===== config.mk =====
export PLATFORM = sky130hd
export DESIGN_NAME = uart_cmd_bridge
export DESIGN_NICKNAME = d
export VERILOG_FILES = /design/src/common/uart_cmd_pkg.sv /design/src/uart_link/uart_frame_tx.sv /design/src/uart_link/uart_frame_rx.sv /design/src/rtl/uart_cmd_sequencer.sv /design/src/rtl/uart_cmd_bridge.sv
export VERILOG_INCLUDE_DIRS = /design/src /design/src/common
export SDC_FILE = /design/constraint.sdc
export NUM_CORES = 1
export LEC_CHECK = 0
export ABC_AREA = 0
export BUFFER_PORTS_ARGS = -buffer_cell sky130_fd_sc_hd__buf_4
export CORE_MARGIN = 5
export CORE_UTILIZATION = 53
export DETAILED_ROUTE_END_ITERATION = 12
export PLACE_DENSITY = 0.76
export REMOVE_ABC_BUFFERS = 1
export SETUP_SLACK_MARGIN = 0.05
export SLEW_MARGIN = 20
export SYNTH_ARGS = -nofsm -noshare
export SYNTH_HDL_FRONTEND = slang
export SYNTH_SLANG_ARGS = --single-unit
export TNS_END_PERCENT = 20

===== constraint.sdc =====
create_clock -name clk -period 4.6 [get_ports clk]
set_clock_uncertainty 0.2 [all_clocks]
set_input_delay 0.92 -clock clk [delete_from_list [all_inputs] [get_ports clk]]
set_output_delay 0.92 -clock clk [all_outputs]
set_load 0.05 [all_outputs]

===== src/common/uart_cmd_config.svh =====
`ifndef UART_CMD_CONFIG_SVH
`define UART_CMD_CONFIG_SVH

// Clock cycles per UART bit
`define UART_BAUD_DIV 434

// Idle bit-times between command frame and data frame of a write
`define UART_GAP_BITS 16

// Start, eight data bits, parity, stop
`define UART_FRAME_BITS 11

`endif


===== src/common/uart_cmd_pkg.sv =====
`default_nettype none

package uart_cmd_pkg;

  // Host command word: [15] rw, [14:8] address, [7:0] write data
  typedef logic [15:0] cmd_t;

  // Payload of one UART frame
  typedef logic [7:0] byte_t;

  // Remote register address
  typedef logic [6:0] reg_addr_t;

  // Command sequencer states
  typedef enum logic [2:0] {
    ST_IDLE,
    ST_SEND_CMD,
    ST_GAP,
    ST_SEND_DATA,
    ST_WAIT_RESP
  } seq_state_t;

endpackage

`default_nettype wire


===== src/uart_link/uart_frame_tx.sv =====
`default_nettype none
`timescale 1ns/1ps

`include "uart_cmd_config.svh"

module uart_frame_tx (
  input  wire                  clk,
  input  wire                  rst_n,
  input  wire                  tx_start,
  input  uart_cmd_pkg::byte_t  tx_byte,
  output logic                 tx,
  output logic                 tx_busy
);

  localparam int CNT_W = $clog2(`UART_BAUD_DIV);
  localparam logic [CNT_W-1:0] FULL_BIT = CNT_W'(`UART_BAUD_DIV - 1);
  localparam logic [3:0] LAST_BIT = 4'(`UART_FRAME_BITS - 1);

  logic [CNT_W-1:0] baud_cnt;
  logic [3:0]       bit_idx;
  // Data bits, parity and stop still to go out, LSB first
  logic [9:0]       shreg;
  logic             bit_end;

  assign bit_end = (baud_cnt == FULL_BIT);

  always_ff @(posedge clk or negedge rst_n)
  begin
    if (!rst_n)
    begin
      tx       <= 1'b1;
      tx_busy  <= 1'b0;
      baud_cnt <= '0;
      bit_idx  <= '0;
    end
    else if (!tx_busy)
    begin
      if (tx_start)
      begin
        // Start bit goes out right away
        tx       <= 1'b0;
        tx_busy  <= 1'b1;
        baud_cnt <= '0;
        bit_idx  <= '0;
      end
    end
    else if (bit_end)
    begin
      baud_cnt <= '0;
      if (bit_idx == LAST_BIT)
      begin
        // Stop bit held for a full bit time, line stays high
        tx_busy <= 1'b0;
      end
      else
      begin
        tx      <= shreg[0];
        bit_idx <= bit_idx + 4'd1;
      end
    end
    else
    begin
      baud_cnt <= baud_cnt + 1'b1;
    end
  end

  always_ff @(posedge clk)
  begin
    if (!tx_busy && tx_start)
    begin
      // Stop, even parity, data
      shreg <= {1'b1, ^tx_byte, tx_byte};
    end
    else if (tx_busy && bit_end && bit_idx != LAST_BIT)
    begin
      shreg <= {1'b1, shreg[9:1]};
    end
  end

endmodule

`default_nettype wire


===== src/uart_link/uart_frame_rx.sv =====
`default_nettype none
`timescale 1ns/1ps

`include "uart_cmd_config.svh"

module uart_frame_rx (
  input  wire                  clk,
  input  wire                  rst_n,
  input  wire                  rx,
  output logic                 rx_done,
  output uart_cmd_pkg::byte_t  rx_byte,
  output logic                 rx_err
);

  localparam int CNT_W = $clog2(`UART_BAUD_DIV);
  localparam logic [CNT_W-1:0] FULL_BIT = CNT_W'(`UART_BAUD_DIV - 1);
  localparam logic [CNT_W-1:0] HALF_BIT = CNT_W'(`UART_BAUD_DIV / 2 - 1);
  localparam logic [3:0] LAST_BIT = 4'(`UART_FRAME_BITS - 1);
  localparam logic [3:0] PAR_BIT  = 4'(`UART_FRAME_BITS - 2);

  logic                rx_meta;
  logic                rx_sync;
  logic                rx_last;
  logic                busy;
  logic [CNT_W-1:0]    baud_cnt;
  logic [3:0]          bit_idx;
  uart_cmd_pkg::byte_t shreg;
  logic                par_bit;
  logic                bit_mid;

  // Two-flop synchronizer plus one stage for edge detection
  always_ff @(posedge clk or negedge rst_n)
  begin
    if (!rst_n)
    begin
      rx_meta <= 1'b1;
      rx_sync <= 1'b1;
      rx_last <= 1'b1;
    end
    else
    begin
      rx_meta <= rx;
      rx_sync <= rx_meta;
      rx_last <= rx_sync;
    end
  end

  // Start bit is checked after half a bit, the rest a full bit apart
  assign bit_mid = busy && (baud_cnt == ((bit_idx == 4'd0) ? HALF_BIT : FULL_BIT));

  always_ff @(posedge clk or negedge rst_n)
  begin
    if (!rst_n)
    begin
      busy     <= 1'b0;
      baud_cnt <= '0;
      bit_idx  <= '0;
      rx_done  <= 1'b0;
    end
    else
    begin
      rx_done <= 1'b0;
      if (!busy)
      begin
        if (rx_last && !rx_sync)
        begin
          busy     <= 1'b1;
          baud_cnt <= '0;
          bit_idx  <= '0;
        end
      end
      else if (bit_mid)
      begin
        baud_cnt <= '0;
        if (bit_idx == 4'd0 && rx_sync)
        begin
          // Line went back high, not a real start bit
          busy <= 1'b0;
        end
        else if (bit_idx == LAST_BIT)
        begin
          busy    <= 1'b0;
          rx_done <= 1'b1;
        end
        else
        begin
          bit_idx <= bit_idx + 4'd1;
        end
      end
      else
      begin
        baud_cnt <= baud_cnt + 1'b1;
      end
    end
  end

  always_ff @(posedge clk)
  begin
    if (bit_mid)
    begin
      if (bit_idx != 4'd0 && bit_idx < PAR_BIT)
      begin
        shreg <= {rx_sync, shreg[7:1]};
      end
      if (bit_idx == PAR_BIT)
      begin
        par_bit <= rx_sync;
      end
      if (bit_idx == LAST_BIT)
      begin
        rx_byte <= shreg;
        // Odd parity over data and parity bit, or low stop bit
        rx_err  <= (^{shreg, par_bit}) | ~rx_sync;
      end
    end
  end

endmodule

`default_nettype wire


===== src/rtl/uart_cmd_sequencer.sv =====
`default_nettype none
`timescale 1ns/1ps

`include "uart_cmd_config.svh"

module uart_cmd_sequencer (
  input  wire                  clk,
  input  wire                  rst_n,
  input  uart_cmd_pkg::cmd_t   cmd_in,
  input  wire                  cmd_vld,
  output logic                 cmd_rdy,
  output logic                 tx_start,
  output uart_cmd_pkg::byte_t  tx_byte,
  input  wire                  tx_busy,
  input  wire                  rx_done,
  input  uart_cmd_pkg::byte_t  rx_byte,
  input  wire                  rx_err,
  output uart_cmd_pkg::byte_t  read_data,
  output logic                 read_rdy,
  output logic                 read_err
);

  localparam int GAP_CYCLES = `UART_GAP_BITS * `UART_BAUD_DIV;
  localparam int GAP_W      = $clog2(GAP_CYCLES);
  localparam logic [GAP_W-1:0] GAP_LAST = GAP_W'(GAP_CYCLES - 1);

  uart_cmd_pkg::seq_state_t state;
  uart_cmd_pkg::cmd_t       cmd_q;
  uart_cmd_pkg::reg_addr_t  cmd_addr;
  logic [GAP_W-1:0]         gap_cnt;
  logic                     busy_q;
  logic                     tx_done;
  logic                     accept;

  assign cmd_rdy  = (state == uart_cmd_pkg::ST_IDLE);
  assign accept   = cmd_vld && cmd_rdy;
  assign cmd_addr = cmd_in[14:8];

  // Frame finished when tx_busy falls
  assign tx_done = busy_q && !tx_busy;

  always_ff @(posedge clk or negedge rst_n)
  begin
    if (!rst_n)
    begin
      state    <= uart_cmd_pkg::ST_IDLE;
      tx_start <= 1'b0;
      read_rdy <= 1'b0;
      busy_q   <= 1'b0;
      gap_cnt  <= '0;
    end
    else
    begin
      tx_start <= 1'b0;
      read_rdy <= 1'b0;
      busy_q   <= tx_busy;
      case (state)
        uart_cmd_pkg::ST_IDLE:
        begin
          if (accept)
          begin
            tx_start <= 1'b1;
            state    <= uart_cmd_pkg::ST_SEND_CMD;
          end
        end
        uart_cmd_pkg::ST_SEND_CMD:
        begin
          if (tx_done)
          begin
            gap_cnt <= '0;
            if (cmd_q[15])
              state <= uart_cmd_pkg::ST_GAP;
            else
              state <= uart_cmd_pkg::ST_WAIT_RESP;
          end
        end
        uart_cmd_pkg::ST_GAP:
        begin
          if (gap_cnt == GAP_LAST)
          begin
            tx_start <= 1'b1;
            state    <= uart_cmd_pkg::ST_SEND_DATA;
          end
          else
          begin
            gap_cnt <= gap_cnt + 1'b1;
          end
        end
        uart_cmd_pkg::ST_SEND_DATA:
        begin
          if (tx_done)
            state <= uart_cmd_pkg::ST_IDLE;
        end
        uart_cmd_pkg::ST_WAIT_RESP:
        begin
          // Leave one cycle after the result pulse
          if (read_rdy)
            state <= uart_cmd_pkg::ST_IDLE;
          else if (rx_done)
            read_rdy <= 1'b1;
        end
        default:
        begin
          state <= uart_cmd_pkg::ST_IDLE;
        end
      endcase
    end
  end

  always_ff @(posedge clk)
  begin
    if (accept)
    begin
      cmd_q   <= cmd_in;
      tx_byte <= {cmd_in[15], cmd_addr};
    end
    else if (state == uart_cmd_pkg::ST_GAP && gap_cnt == GAP_LAST)
    begin
      tx_byte <= cmd_q[7:0];
    end
    if (state == uart_cmd_pkg::ST_WAIT_RESP && rx_done && !read_rdy)
    begin
      read_data <= rx_byte;
      read_err  <= rx_err;
    end
  end

endmodule

`default_nettype wire


===== src/rtl/uart_cmd_bridge.sv =====
`default_nettype none
`timescale 1ns/1ps

module uart_cmd_bridge (
  input  wire                  clk,
  input  wire                  rst_n,
  input  uart_cmd_pkg::cmd_t   cmd_in,
  input  wire                  cmd_vld,
  output logic                 cmd_rdy,
  input  wire                  rx,
  output logic                 tx,
  output uart_cmd_pkg::byte_t  read_data,
  output logic                 read_rdy,
  output logic                 read_err
);

  logic                tx_start;
  uart_cmd_pkg::byte_t tx_byte;
  logic                tx_busy;
  logic                rx_done;
  uart_cmd_pkg::byte_t rx_byte;
  logic                rx_err;

  uart_cmd_sequencer uart_cmd_sequencer_inst (
    .clk       (clk),
    .rst_n     (rst_n),
    .cmd_in    (cmd_in),
    .cmd_vld   (cmd_vld),
    .cmd_rdy   (cmd_rdy),
    .tx_start  (tx_start),
    .tx_byte   (tx_byte),
    .tx_busy   (tx_busy),
    .rx_done   (rx_done),
    .rx_byte   (rx_byte),
    .rx_err    (rx_err),
    .read_data (read_data),
    .read_rdy  (read_rdy),
    .read_err  (read_err)
  );

  uart_frame_tx uart_frame_tx_inst (
    .clk      (clk),
    .rst_n    (rst_n),
    .tx_start (tx_start),
    .tx_byte  (tx_byte),
    .tx       (tx),
    .tx_busy  (tx_busy)
  );

  // Runs all the time, stray frames are dropped by the sequencer
  uart_frame_rx uart_frame_rx_inst (
    .clk     (clk),
    .rst_n   (rst_n),
    .rx      (rx),
    .rx_done (rx_done),
    .rx_byte (rx_byte),
    .rx_err  (rx_err)
  );

endmodule

`default_nettype wire


==> summary.md <==
| Metric | Value |
|---|---|
| Synth Area in XOR/XNOR | ~5.1% |
| WS Path Type | flop to flop |
| Max Transition Viols Final | 0 |
| Register area | just under 3000 µm² |
| Fin crit period | ~3.4 ns |
| Vias in the first global route | about 2900 |
| Grt total ovfl | 0 |
| Post-DP HPWL | 5.763 mm |
| Total Routed Length | between 8 and 9 mm |
| Placed Area | just over 5000 µm² |
| Area of the multi-input gates | ~1800 µm² |
| Sequential area share after synthesis | 60.60% |
| Max FO, Critical Path | 9 |
| Gate power share | around 5.6% |
| Placed cells | approximately 530 |
| Fillers | between 700 and 800 |
| Syn. warnings | 0 |
| RSZ-0062 raised after global routing | false |
| CTS Sinks | 105 |
| P_leak | around 2 nW |
| Remaining antenna violation count | 0 |
| Compound-cell area share of the yosys netlist | 7.561% |
| CTS H-tree lvls | 3 |
| First-pass GRT wire length | between 10 and 15 mm |
| Post-DR wirelength/cell | 14.82 µm |
| Layout area overhead | 10.60% |
| Final worst path period share | between 70% and 80% |
| Mapped Avg Cell Area | approximately 12 µm² |
| Final GP Congestion | 0.8216 |
| Postcts setup bufs | 0 |
| Synth unique cells | 57 |
| Startpoint types | flop |
| Switching share of total power | about a quarter |
| VDD IR max | about 0.18 mV |
| Max clock buf depth | 2 |
| Final Hold Viols | 0 |
| Die Area | 11020 µm² |
| Design Area, Final | 5289 µm² |
| Core box area | 8763 µm² |
| Asr flop ratio synth | between 40% and 50% |
| TritonCTS Buffers | 9 |
| Seq cells post-synth | approximately 110 |
| Final setup fails | 0 |
| Post-route insts no fill | around 540 |
| GRT Total Usage | between 10% and 20% |
| Critical Path AT | 3.24 ns |
| Initial antenna violation count | 0 |
| Rows | 34 |
| Slew HR | ~39% |
| Net Sw Power | 0.4166 mW |
| Port bufs | 31 |
| Run status | finished clean |
| Max-cap violations | 0 |
| DR pass1 iterations | 4 |
| Initial DRC Count | 116 |
| Largest net degree at the start of global routing | 53 |
| Fraction of layout cells with a size suffix above 1 | roughly 18% |
| Most frequent cells in the layout | 53 x edfxtp_1, 50 x nand2_1, 48 x dfrtp_1, 32 x buf_4, 26 x nor2_1 |
| DR vias | slightly below 3000 |
| Main combinational cell family by area after synthesis | simple AND/OR/NAND/NOR gates |
| # DRC | 0 |
| Simple-Gate Fraction of Synth Area | about a fifth |
| Sequential share of power | 62.0% |
| CTS tree | yes |
| Power per cell area | roughly 320 nW/µm² |
| Most used DFF post-synth | edfxtp_1 |
| WP data required | between 4 and 5 ns |
| Most common cell after layout, fill and taps aside | edfxtp_1 |
| Hold Crit Class | flop to flop |
| Mapped Area | 4782 µm² |
| Clock Power Share | between 30% and 40% |
| TNS Setup | 0 ns |
| Root Buffer | clkbuf_8 |
| Post-CTS Resized | 0 |
| Internal power consumption | roughly 1.3 mW |
| Worst-path clk slew | 0.11 ns |
| Chip Width | between 100 and 150 µm |
| Crit. End Element | flop |
| Number of flops mapped to enable cells by yosys | 53 |
| Io pins | 32 |
| Worst Max-Slew Pin Slew | 0.9224 ns |
| Height of the die | 105.0 µm |
| Mapped Cells | 401 |
| # diodes | 0 |
| Maximum clock rate | between 200 and 300 MHz |
| Starting Density | roughly 55% |
| Clk_lat worst skew | ~0.37 ns |
| CTS Hold Buffers Added | 0 |
| Vias/cell | about 5.5 |
| Nets | approximately 460 |
| Multiplexer share of the synthesized area | roughly 2.5% |
| Adder-Cell Fraction of Synth Area | 2.616% |
==> Yosys cell counts, types with 2 or more instances <==
cell type,count,area (µm²)
a22o_1,4,35.03
and3_1,13,81.33
nor4b_2,3,45.04
a21o_1,2,15.01
or3_1,4,25.02
buf_6,3,33.78
nand3b_1,6,45.04
nor3_1,7,35.03
xor2_1,8,70.07
o21bai_1,3,22.52
a21oi_1,10,50.05
xnor2_1,20,175.2
inv_1,15,56.30
nand3_1,18,90.09
edfxtp_1,53,1592
nand4_1,8,50.05
nor2b_1,3,18.77
dfstp_2,4,105.1
and4_1,2,17.52
o31ai_1,2,15.01
mux2_2,8,90.09
mux2i_1,2,20.02
nor2_1,26,97.59
dfrtp_1,48,1201
nand2_1,50,187.7
nand2b_1,5,31.28
or3b_2,2,17.52
nor3b_1,4,30.03
clkbuf_1,9,33.78
nor4bb_1,2,20.02
ha_1,10,125.1
o21ai_0,19,95.09
o21ai_1,4,20.02
==> worst paths after layout <==
| kind | from | to | slack, ns | cells after the start |
|---|---|---|---|---|
| worst min register to register | uart_frame_rx_inst.rx_meta$_DFF_PN1_ | uart_frame_rx_inst.rx_sync$_DFF_PN1_ | 0.17 | 0 |
| worst min-delay path | uart_frame_rx_inst.rx_meta$_DFF_PN1_ | uart_frame_rx_inst.rx_sync$_DFF_PN1_ | 0.17 | 0 |
| worst max register to register | uart_frame_rx_inst.bit_idx[0]$_DFFE_PN0P_ | uart_frame_rx_inst.rx_byte[0]$_DFFE_PP_ | 1.16 | 7 |
| worst max-delay path | uart_frame_rx_inst.bit_idx[0]$_DFFE_PN0P_ | uart_frame_rx_inst.rx_byte[0]$_DFFE_PP_ | 1.16 | 7 |
| max in group asynchronous | rst_n | uart_frame_tx_inst.baud_cnt[2]$_DFFE_PN0P_ | 3.39 | 1 |
| min in group asynchronous | rst_n | uart_cmd_sequencer_inst.gap_cnt[6]$_DFFE_PN0P_ | 0.37 | 1 |
==> per-layer routing <==
layer	GRT usage, %	up-vias	part of all wire (%)
met2	25.99	33	52
met3	3.329	8	2.7
met1	19.45	1456	44
li1	-	1487	-
met4	3.836	0	1.1
met5	0	-	0
==> critical path, cell delays in order, from the launching register on <==
cell and delay [ns]:
dfrtp_1 0.44, inv_1 0.14, ha_1 0.21, or3b_4 0.41, or4_4 0.54, a21oi_2 0.22, nand2_2 0.14, nor4b_2 0.75
==> stage by stage <==
| step | hold WS, ns | setup slack, ns | total power, mW | utilization (%) |
|---|---|---|---|---|
| global placement | 0.1497 | 1.294 | 1.162 | 58.02 |
| CTS | 0.1712 | 1.144 | 1.717 | 60.24 |
| global route | 0.1762 | 0.9392 | 1.777 | 60.35 |
| floorplan | 0.1452 | 1.452 | 1.126 | - |
| finish | 0.1679 | 1.160 | 1.697 | 60.35 |
| detailed placement | 0.1557 | 1.178 | 1.169 | 58.02 |
==> registers in the layout (all words and copies together) (netlist names), 3 cells and up <==
register / flops
uart_cmd_sequencer_inst.gap_cnt: 13
uart_cmd_sequencer_inst.cmd_q: 9
uart_frame_rx_inst.baud_cnt: 9
uart_frame_tx_inst.baud_cnt: 9
uart_frame_tx_inst.shreg: 9
uart_cmd_sequencer_inst.read_data: 8
uart_cmd_sequencer_inst.tx_byte: 8
uart_frame_rx_inst.rx_byte: 8
uart_frame_rx_inst.shreg: 8
uart_frame_rx_inst.bit_idx: 4
uart_frame_tx_inst.bit_idx: 4
uart_cmd_sequencer_inst.state: 3
==> area by class of cell <==
class                           count  area share [%]
Sequential cell                   105           54.79
Tap cell                          108           2.555
Multi-Input combinational cell    268           33.38
Timing Repair Buffer               32           4.542
Clock inverter                      7           1.325
Inverter                           15           1.065
Clock buffer                        9           2.342
==> kinds of logic (layout without fill, tap and decap cells) <==
group	after synthesis	count (layout)
AND/OR/NAND/NOR	165	165
AO/OA/AOI/OAI	54	54
flip-flops	105	105
adder cells (fa/ha/maj)	10	10
buffers and inverters	28	63
XOR/XNOR	28	28
multiplexers	11	11
==> power by group through the flow <==
stage	clock [mW]	sequential (mW)	combinational (mW)
after detailed placement	0	1.07	0.0969
final	0.551	1.05	0.0946
after global routing	0.606	1.06	0.110
after global placement	0	1.07	0.0921
after CTS	0.568	1.05	0.0971
after floorplan	0	1.06	0.0656
(Power assumes the default switching activity.)
